## config.mk

```make
export PLATFORM = sky130hd
export DESIGN_NAME = board_io_top
export DESIGN_NICKNAME = d
export VERILOG_FILES = /design/src/design/mgmt_pkg.sv /design/src/design/board_pkg.sv /design/src/design/board_io_top.sv /design/src/design/status_report.sv /design/src/design/mgmt_cmd_decode.sv /design/src/design/qsfp_port_ctrl.sv /design/src/design/pin_sync.sv
export SDC_FILE = /design/constraint.sdc
export NUM_CORES = 1
export LEC_CHECK = 0
export ABC_AREA = 1
export BUFFER_PORTS_ARGS = -buffer_cell sky130_fd_sc_hd__buf_2
export CAP_MARGIN = 20
export CORE_AREA = 2 2 116 62
export CTS_BUF_LIST = sky130_fd_sc_hd__clkbuf_16
export CTS_CLUSTER_SIZE = 10
export DETAILED_ROUTE_END_ITERATION = 6
export DIE_AREA = 0 0 118 64
export PLACE_DENSITY_LB_ADDON = 0.12
export SYNTH_ARGS = -nofsm -noshare
export SYNTH_HDL_FRONTEND = slang
export SYNTH_SLANG_ARGS = --single-unit
export TNS_END_PERCENT = 100
```

## constraint.sdc

```tcl
create_clock -name clk_125mhz_int -period 2.1 [get_ports clk_125mhz_int]
set_clock_uncertainty 0.1 [all_clocks]
set_input_delay 0.21 -clock clk_125mhz_int [delete_from_list [all_inputs] [get_ports clk_125mhz_int]]
set_output_delay 0.21 -clock clk_125mhz_int [all_outputs]
set_load 0.05 [all_outputs]
```

## src/design/mgmt_pkg.sv

```systemverilog
// host command and status formats; the 2-bit port field limits the board to four cages
package mgmt_pkg;

    localparam int PORT_W = 2;
    localparam int LED_W  = 4;
    localparam int CMD_W  = 16;

    // kind bit, top of every command word
    localparam logic CMD_KIND_PORT = 1'b0;
    localparam logic CMD_KIND_LED  = 1'b1;

    typedef enum logic [1:0] {
        SET_LPMODE  = 2'd0,
        CLR_LPMODE  = 2'd1,
        PULSE_RESET = 2'd2,
        CLR_INT     = 2'd3
    } cmd_action_t;

    // cage command view
    typedef struct packed {
        logic              kind;
        logic [PORT_W-1:0] port;
        cmd_action_t       action;
        logic [10:0]       pad;
    } port_ctl_t;

    // led command view
    typedef struct packed {
        logic             kind;
        logic [LED_W-1:0] led;
        logic [10:0]      pad;
    } led_ctl_t;

    // one command word, decoded by its kind bit
    typedef union packed {
        port_ctl_t port_ctl;
        led_ctl_t  led_ctl;
    } mgmt_cmd_u;

    // status record sent to the host
    typedef struct packed {
        logic [PORT_W-1:0] port;
        logic              present;
        logic              int_pending;
        logic              lpmode;
    } status_rec_t;

endpackage

```

## src/design/board_pkg.sv

```systemverilog
// board constants for four cages at 125 MHz; cage pins are active low, counter widths assume power-of-two limits
package board_pkg;

    // cage count and synchronizer depth
    localparam int NUM_PORTS   = 4;
    localparam int SYNC_STAGES = 2;

    // cycles a present pin must hold before it is taken
    localparam int DEBOUNCE_CYCLES = 16;
    // cycles resetl stays low after insertion or a reset command
    localparam int RESET_HOLD_CYCLES = 32;

    localparam int DEB_CNT_W  = $clog2(DEBOUNCE_CYCLES);
    localparam int HOLD_CNT_W = $clog2(RESET_HOLD_CYCLES);

    // raw cage pins, active low as on the connector
    typedef struct packed {
        logic [NUM_PORTS-1:0] modprsl;
        logic [NUM_PORTS-1:0] intl;
    } qsfp_pins_t;

    // per-cage state seen by the host
    typedef struct packed {
        logic present;
        logic int_pending;
        logic in_reset;
        logic lpmode;
    } port_state_t;

endpackage
```

## src/design/board_io_top.sv

```systemverilog
// cage management core at 125 MHz; pins_i may be asynchronous, all host ports are valid/ready in this domain
`timescale 1ns/10ps

module board_io_top
    import board_pkg::*, mgmt_pkg::*;
(
    input  logic                 clk_125mhz_int,
    input  logic                 reset_i,
    input  qsfp_pins_t           pins_i,
    input  mgmt_cmd_u            cmd_i,
    input  logic                 cmd_valid_i,
    output logic                 cmd_ready_o,
    output status_rec_t          status_o,
    output logic                 status_valid_o,
    input  logic                 status_ready_i,
    output logic [NUM_PORTS-1:0] resetl_o,
    output logic [NUM_PORTS-1:0] lpmode_o,
    output logic [LED_W-1:0]     led_o
);

    qsfp_pins_t           pins_sync;
    logic                 rst_int;
    logic [NUM_PORTS-1:0] action_valid;
    cmd_action_t          action;
    port_state_t          port_state [NUM_PORTS];
    logic [NUM_PORTS-1:0] port_event;

    pin_sync u_pin_sync (
        .clk_125mhz_int (clk_125mhz_int),
        .reset_i        (reset_i),
        .pins_i         (pins_i),
        .pins_o         (pins_sync),
        .reset_o        (rst_int)
    );

    for (genvar i = 0; i < NUM_PORTS; i++) begin : g_port
        qsfp_port_ctrl u_port_ctrl (
            .clk_125mhz_int (clk_125mhz_int),
            .reset_i        (rst_int),
            .modprsl_i      (pins_sync.modprsl[i]),
            .intl_i         (pins_sync.intl[i]),
            .action_valid_i (action_valid[i]),
            .action_i       (action),
            .state_o        (port_state[i]),
            .event_o        (port_event[i]),
            .resetl_o       (resetl_o[i])
        );

        assign lpmode_o[i] = port_state[i].lpmode;
    end

    mgmt_cmd_decode u_cmd_decode (
        .clk_125mhz_int (clk_125mhz_int),
        .reset_i        (rst_int),
        .cmd_i          (cmd_i),
        .cmd_valid_i    (cmd_valid_i),
        .cmd_ready_o    (cmd_ready_o),
        .action_valid_o (action_valid),
        .action_o       (action),
        .led_o          (led_o)
    );

    status_report u_status_report (
        .clk_125mhz_int (clk_125mhz_int),
        .reset_i        (rst_int),
        .event_i        (port_event),
        .state_i        (port_state),
        .status_o       (status_o),
        .status_valid_o (status_valid_o),
        .status_ready_i (status_ready_i)
    );

endmodule

```

## src/design/status_report.sv

```systemverilog
// lowest cage first with no fairness; events from one cage merge until its record is loaded
`timescale 1ns/10ps

module status_report
    import board_pkg::*, mgmt_pkg::*;
(
    input  logic                 clk_125mhz_int,
    input  logic                 reset_i,
    input  logic [NUM_PORTS-1:0] event_i,
    input  port_state_t          state_i [NUM_PORTS],
    output status_rec_t          status_o,
    output logic                 status_valid_o,
    input  logic                 status_ready_i
);

    logic [NUM_PORTS-1:0] pending_q;
    logic [NUM_PORTS-1:0] grant_mask;
    logic [PORT_W-1:0]    grant_idx;
    logic                 grant_hit;
    logic                 out_free;
    logic                 load;

    // fixed priority, scan downwards so the lowest index wins
    always_comb begin
        grant_idx = '0;
        grant_hit = 1'b0;
        for (int i = NUM_PORTS - 1; i >= 0; i--) begin
            if (pending_q[i]) begin
                grant_idx = PORT_W'(i);
                grant_hit = 1'b1;
            end
        end
    end

    // output register empties or drains this cycle
    assign out_free = !status_valid_o || status_ready_i;
    assign load     = out_free && grant_hit;

    always_comb begin
        grant_mask = '0;
        if (load) begin
            grant_mask[grant_idx] = 1'b1;
        end
    end

    // an event on the granted cage is already in state_i, so it merges
    always_ff @(posedge clk_125mhz_int) begin
        if (reset_i) begin
            pending_q <= '0;
        end else begin
            pending_q <= (pending_q | event_i) & ~grant_mask;
        end
    end

    always_ff @(posedge clk_125mhz_int) begin
        if (reset_i) begin
            status_valid_o <= 1'b0;
        end else if (out_free) begin
            status_valid_o <= grant_hit;
        end
    end

    // record snapshots the cage state at load time
    always_ff @(posedge clk_125mhz_int) begin
        if (load) begin
            status_o <= '{
                port:        grant_idx,
                present:     state_i[grant_idx].present,
                int_pending: state_i[grant_idx].int_pending,
                lpmode:      state_i[grant_idx].lpmode
            };
        end
    end

endmodule

```

## src/design/mgmt_cmd_decode.sv

```systemverilog
// one command per cycle; ready rises the cycle after internal reset clears, cage actions are one-cycle strobes
`timescale 1ns/10ps

module mgmt_cmd_decode
    import board_pkg::*, mgmt_pkg::*;
(
    input  logic                 clk_125mhz_int,
    input  logic                 reset_i,
    input  mgmt_cmd_u            cmd_i,
    input  logic                 cmd_valid_i,
    output logic                 cmd_ready_o,
    output logic [NUM_PORTS-1:0] action_valid_o,
    output cmd_action_t          action_o,
    output logic [LED_W-1:0]     led_o
);

    logic ready_q;
    logic cmd_accept;

    always_ff @(posedge clk_125mhz_int) begin
        if (reset_i) begin
            ready_q <= 1'b0;
        end else begin
            ready_q <= 1'b1;
        end
    end

    assign cmd_ready_o = ready_q;
    assign cmd_accept  = cmd_valid_i && ready_q;

    // kind bit picks the view of the word
    always_ff @(posedge clk_125mhz_int) begin
        if (reset_i) begin
            action_valid_o <= '0;
            led_o          <= '0;
        end else begin
            action_valid_o <= '0;
            if (cmd_accept) begin
                case (cmd_i.port_ctl.kind)
                    CMD_KIND_PORT: action_valid_o[cmd_i.port_ctl.port] <= 1'b1;
                    CMD_KIND_LED:  led_o <= cmd_i.led_ctl.led;
                endcase
            end
        end
    end

    // action code only matters alongside a strobe
    always_ff @(posedge clk_125mhz_int) begin
        if (cmd_accept) begin
            action_o <= cmd_i.port_ctl.action;
        end
    end

endmodule

```

## src/design/qsfp_port_ctrl.sv

```systemverilog
// one cage; pins must already be synchronized, interrupts are level sensitive and reassert after CLR_INT
`timescale 1ns/10ps

module qsfp_port_ctrl
    import board_pkg::*, mgmt_pkg::*;
(
    input  logic        clk_125mhz_int,
    input  logic        reset_i,
    input  logic        modprsl_i,
    input  logic        intl_i,
    input  logic        action_valid_i,
    input  cmd_action_t action_i,
    output port_state_t state_o,
    output logic        event_o,
    output logic        resetl_o
);

    localparam logic [DEB_CNT_W-1:0]  DEB_LAST  = DEB_CNT_W'(DEBOUNCE_CYCLES - 1);
    localparam logic [HOLD_CNT_W-1:0] HOLD_LAST = HOLD_CNT_W'(RESET_HOLD_CYCLES - 1);

    logic                  present_raw;
    logic                  present_q;
    logic [DEB_CNT_W-1:0]  deb_cnt_q;
    logic                  present_take;

    logic                  resetl_q;
    logic [HOLD_CNT_W-1:0] hold_cnt_q;

    logic                  int_pending_q;
    logic                  int_rise;
    logic                  lpmode_q;
    logic                  event_q;

    // decoded host actions
    logic                  do_set_lp;
    logic                  do_clr_lp;
    logic                  do_pulse_rst;
    logic                  do_clr_int;

    assign do_set_lp    = action_valid_i && (action_i == SET_LPMODE);
    assign do_clr_lp    = action_valid_i && (action_i == CLR_LPMODE);
    assign do_pulse_rst = action_valid_i && (action_i == PULSE_RESET);
    assign do_clr_int   = action_valid_i && (action_i == CLR_INT);

    assign present_raw  = ~modprsl_i;

    // pin has held its new level for DEBOUNCE_CYCLES samples
    assign present_take = (present_raw != present_q) && (deb_cnt_q == DEB_LAST);

    // command clear wins over a still-low intl for one cycle
    assign int_rise = !do_clr_int && !intl_i && present_q && !int_pending_q;

    // presence debouncer, any bounce restarts the count
    always_ff @(posedge clk_125mhz_int) begin
        if (reset_i) begin
            present_q <= 1'b0;
            deb_cnt_q <= '0;
        end else if (present_raw == present_q) begin
            deb_cnt_q <= '0;
        end else if (present_take) begin
            present_q <= present_raw;
            deb_cnt_q <= '0;
        end else begin
            deb_cnt_q <= deb_cnt_q + 1'b1;
        end
    end

    // reset sequencer
    // held low while absent, released RESET_HOLD_CYCLES after insertion
    always_ff @(posedge clk_125mhz_int) begin
        if (reset_i) begin
            resetl_q   <= 1'b0;
            hold_cnt_q <= HOLD_LAST;
        end else if (!present_q || do_pulse_rst) begin
            resetl_q   <= 1'b0;
            hold_cnt_q <= HOLD_LAST;
        end else if (!resetl_q) begin
            if (hold_cnt_q == '0) begin
                resetl_q <= 1'b1;
            end else begin
                hold_cnt_q <= hold_cnt_q - 1'b1;
            end
        end
    end

    // interrupt latch and low-power mode
    always_ff @(posedge clk_125mhz_int) begin
        if (reset_i) begin
            int_pending_q <= 1'b0;
            lpmode_q      <= 1'b1;
        end else begin
            if (do_clr_int) begin
                int_pending_q <= 1'b0;
            end else if (!intl_i && present_q) begin
                int_pending_q <= 1'b1;
            end

            if (do_set_lp) begin
                lpmode_q <= 1'b1;
            end else if (do_clr_lp) begin
                lpmode_q <= 1'b0;
            end
        end
    end

    // strobe lines up with the state it reports
    always_ff @(posedge clk_125mhz_int) begin
        if (reset_i) begin
            event_q <= 1'b0;
        end else begin
            event_q <= present_take || int_rise;
        end
    end

    assign state_o = '{
        present:     present_q,
        int_pending: int_pending_q,
        in_reset:    ~resetl_q,
        lpmode:      lpmode_q
    };

    assign event_o  = event_q;
    assign resetl_o = resetl_q;

endmodule

```

## src/design/pin_sync.sv

```systemverilog
// pins land 2 cycles late; internal reset asserts a cycle after reset_i and releases 2 cycles after it
`timescale 1ns/10ps

module pin_sync
    import board_pkg::*;
(
    input  logic       clk_125mhz_int,
    input  logic       reset_i,
    input  qsfp_pins_t pins_i,
    output qsfp_pins_t pins_o,
    output logic       reset_o
);

    // flop chain for the asynchronous cage pins
    qsfp_pins_t pin_stage_q [SYNC_STAGES];

    // reset stretcher, loads ones while reset_i is high
    logic [SYNC_STAGES-1:0] rst_chain_q;

    // no reset here, the chain flushes within SYNC_STAGES cycles
    always_ff @(posedge clk_125mhz_int) begin
        pin_stage_q[0] <= pins_i;
        for (int i = 1; i < SYNC_STAGES; i++) begin
            pin_stage_q[i] <= pin_stage_q[i-1];
        end
    end

    assign pins_o = pin_stage_q[SYNC_STAGES-1];

    always_ff @(posedge clk_125mhz_int) begin
        if (reset_i) begin
            rst_chain_q <= '1;
        end else begin
            rst_chain_q <= {rst_chain_q[SYNC_STAGES-2:0], 1'b0};
        end
    end

    // released only after the whole chain has drained
    assign reset_o = rst_chain_q[SYNC_STAGES-1];

endmodule

```

==> metrics.csv <==
stage,metric,value,unit
run_status,status,"complete, no violations",
floorplanning,Ports,47,
placed_design,Port Buffers,35,
critical_path,CP Capture Point,u_cmd_decode.action_valid_o[0],
timing,setup TNS,0,ns
cells_and_area,Area Growth Syn to Fin,16.16,%
cells_and_area,final net count,543,
clock_network,CTS Sinks,95,
grt,Congestion Overflow GR,0,
power,worst IR drop on VDD,0.4241,mV
routing,vias,2956,
timing,Pins Over Slew Limit,0,
critical_path,Critical Path RT,2.28,ns
timing,RSZ-0062 raised after global routing,false,
grt,antenna violations before repair,0,
timing,ratio of final minimum period to clock period,76.67,%
grt,vias in the first global route,2891,
cells_and_area,most frequent cells in the layout,"88 x dfxtp_1, 78 x nand2_1, 70 x nand3_1",
synth,mapped cell area,3779,um^2
routing,Routed Antenna Nets,0,
placed_design,Final HPWL DP,5.079,mm
routing,drt pass-1 iters,4,
critical_path,crit path DAT,1.79,ns
routing,DRC Markers,0,
floorplanning,chip height,64,um
clock_network,CTS tree,yes,
synth,Post-synth EDFFs,7,
floorplanning,row count,21,
min_path,hold path depth,2,
routing,post-DR vias/cell,4.910,
clock_network,clk buf depth,2,
synth,register area share after synthesis,52.19,%
critical_path,Crit Path Category,reg -> reg,
routing,final WL,7.033,mm
synth,Synth Instances,459,
power,Lkg Pwr,1.966,nW
synth,"flops & latches, synth",95,
synth,asr flop ratio synth,0,%
cells_and_area,"most common cell after layout, fill and taps aside",dfxtp_1,
clock_network,CTS resizes,0,
cells_and_area,share of cells above drive strength 1,14.12,%
timing,fmax,621.1,MHz
grt,largest net degree at the start of global routing,23,
clock_network,CTS Buf Count,9,
cells_and_area,Util after Layout,67.63,%
run,max_cap viols,0,
timing,Finish-stage setup viols,0,
timing,Rel. slew slack,73.60,%
clock_network,CTS H-tree depth,3,
placed_design,Placer Congestion,0.8230,
clock_network,CTS root buffer,clkbuf_16,
placed_design,setup slack at placement,0.6823,ns
routing,detailed-route wire length per cell,11.68,um
clock_network,"CTS clk-pin slew, worst paths",0.06,ns
synth,Ys Warns,0,
synth,Most used DFF post-synth,dfxtp_1,
routing,DRT iter0 DRCs,197,
critical_path,RR Endpoint,u_cmd_decode.action_valid_o[0],
min_path,Hold WC Path Type,in -> reg,
timing,final worst setup slack,0.4899,ns
timing,"Hold Violations, Final",0,
critical_path,Crit Reg-Reg Startpoint,u_cmd_decode.cmd_ready_o,
floorplanning,starting density of the core,58.22,%
cells_and_area,# diodes,0,
critical_path,"setup slack, reg-to-reg",0.49,ns
clock_network,Clock Latency Late Sink,0.34,ns
power,Pwr Density,799.2,nW/um^2
floorplanning,Die ar.,7552,um^2
floorplanning,Core ar.,6490,um^2
synth,Syn Nets,497,
cells_and_area,Final Non-Filler Cells,602,
critical_path,crit path launch,u_cmd_decode.cmd_ready_o,
floorplanning,Die W,118,um
timing,Worst-Margin Slew,0.3945,ns
placed_design,Placed Instances,573,
grt,first-pass GRT wire length,12.73,mm
critical_path,worst-path maximum fanout,8,
synth,syn avg cell area,8.232,um^2
timing,fin crit period,1.610,ns
critical_path,Crit. End Element,flip-flop,
critical_path,Worst Setup Start Kind,flip-flop,
synth,library cells used by synthesis,31,
grt,gr usage total,20.89,%
critical_path,worst r2r path cells,5,
## sequential cells by signal (all words and copies together), names as in the netlist, 5 cells and up
signal and flops:
u_status_report.status_o 5, g_port.u_port_ctrl.deb_cnt_q 16, u_pin_sync.pin_stage_q 16, g_port.u_port_ctrl.hold_cnt_q 20
## per-stage QoR
stage | power, mW | instance area [um^2] | hold slack [ns]
after floorplan | 1.940 | 3779 | 0.1377
after global placement | 1.968 | 3969 | 0.2118
after detailed placement | 1.971 | 3969 | 0.2136
after CTS | 3.527 | 4389 | 0.006852
after global routing | 3.634 | 4389 | 0.01012
final | 3.508 | 4389 | 0.007719
## cells in the mapped netlist (4+ instances only)
master     n  area (um^2)
a21oi_1   14        70.07
buf_4     10        75.07
dfxtp_1   88         1762
edfxtp_1   7        210.2
ha_1      10        125.1
inv_1     54        202.7
inv_2      8        30.03
nand2_1   78        292.8
nand2_2    4        25.02
nand3_1   70        350.3
nand3b_1   6        45.04
nor2_1    53        198.9
nor3_1     4        20.02
o21ai_0    8        40.04
o21ai_1    8        40.04
xnor2_1    7        61.31
xor2_1     7        61.31
## worst max-delay path: stages (launching register included)
cell,delay [ns]
dfxtp_1,0.34
nand2_1,0.05
inv_1,0.19
nand2_1,0.15
nor3_1,0.15
dlygate4sd3_1,0.56
## cells by family after synthesis
| family | after synthesis | share of synthesized area (%) |
|---|---|---|
| xor+xnor | 14 | 3.245 |
| simple gates | 222 | 26.13 |
| fa+ha+maj | 10 | 3.311 |
| compound gates | 39 | 5.828 |
| buf+inv | 79 | 9.304 |
| flops | 95 | 52.19 |
## how the worst min path moves through the flow
| stage | start | end | slack, ns |
|---|---|---|---|
| after CTS | cmd_i[13] | u_cmd_decode.action_valid_o[2] | 0.007 |
| after global routing | cmd_i[13] | u_cmd_decode.action_valid_o[2] | 0.01 |
| final | cmd_i[13] | u_cmd_decode.action_valid_o[2] | 0.008 |
| after floorplan | pins_i[0] | u_pin_sync.pin_stage_q[0][0] | 0.14 |
| after global placement | u_pin_sync.pin_stage_q[0][3] | u_pin_sync.pin_stage_q[0][11] | 0.21 |
| after detailed placement | pins_i[0] | u_pin_sync.pin_stage_q[0][0] | 0.21 |
## timing repair
| action | CTS | global route |
|---|---|---|
| setup endpoints to repair | 0 | 0 |
| endpoints found under the hold margin | 14 | 0 |
| buffers inserted | 0 | 0 |
| hold buffers | 13 | 0 |
## cell type report
class                           count  area (um^2)
Clock inverter                      7        65.06
Multi-Input combinational cell    285         1455
Clock buffer                        9        225.2
Tap cell                           92        115.1
Sequential cell                    95         1972
Fill cell                         537         2101
Timing Repair Buffer               49        312.8
Inverter                           65        244.0
## per-layer routing
layer | routed length, um | vias up | GRT usage [%]
met2 | 2920 | 64 | 32.41
met1 | 3663 | 1332 | 28.63
met4 | 81 | 0 | 5.873
met3 | 367 | 11 | 6.071
li1 | - | 1549 | -
met5 | 0 | - | 0
## report_power, final
group | internal (mW) | total (mW) | switching (mW)
logic | 0.0403 | 0.0887 | 0.0484
registers | 1.85 | 1.86 | 0.0128
clock network | 0.913 | 1.56 | 0.646
total | 2.80 | 3.51 | 0.707
Power figures use the tool's default switching activity.
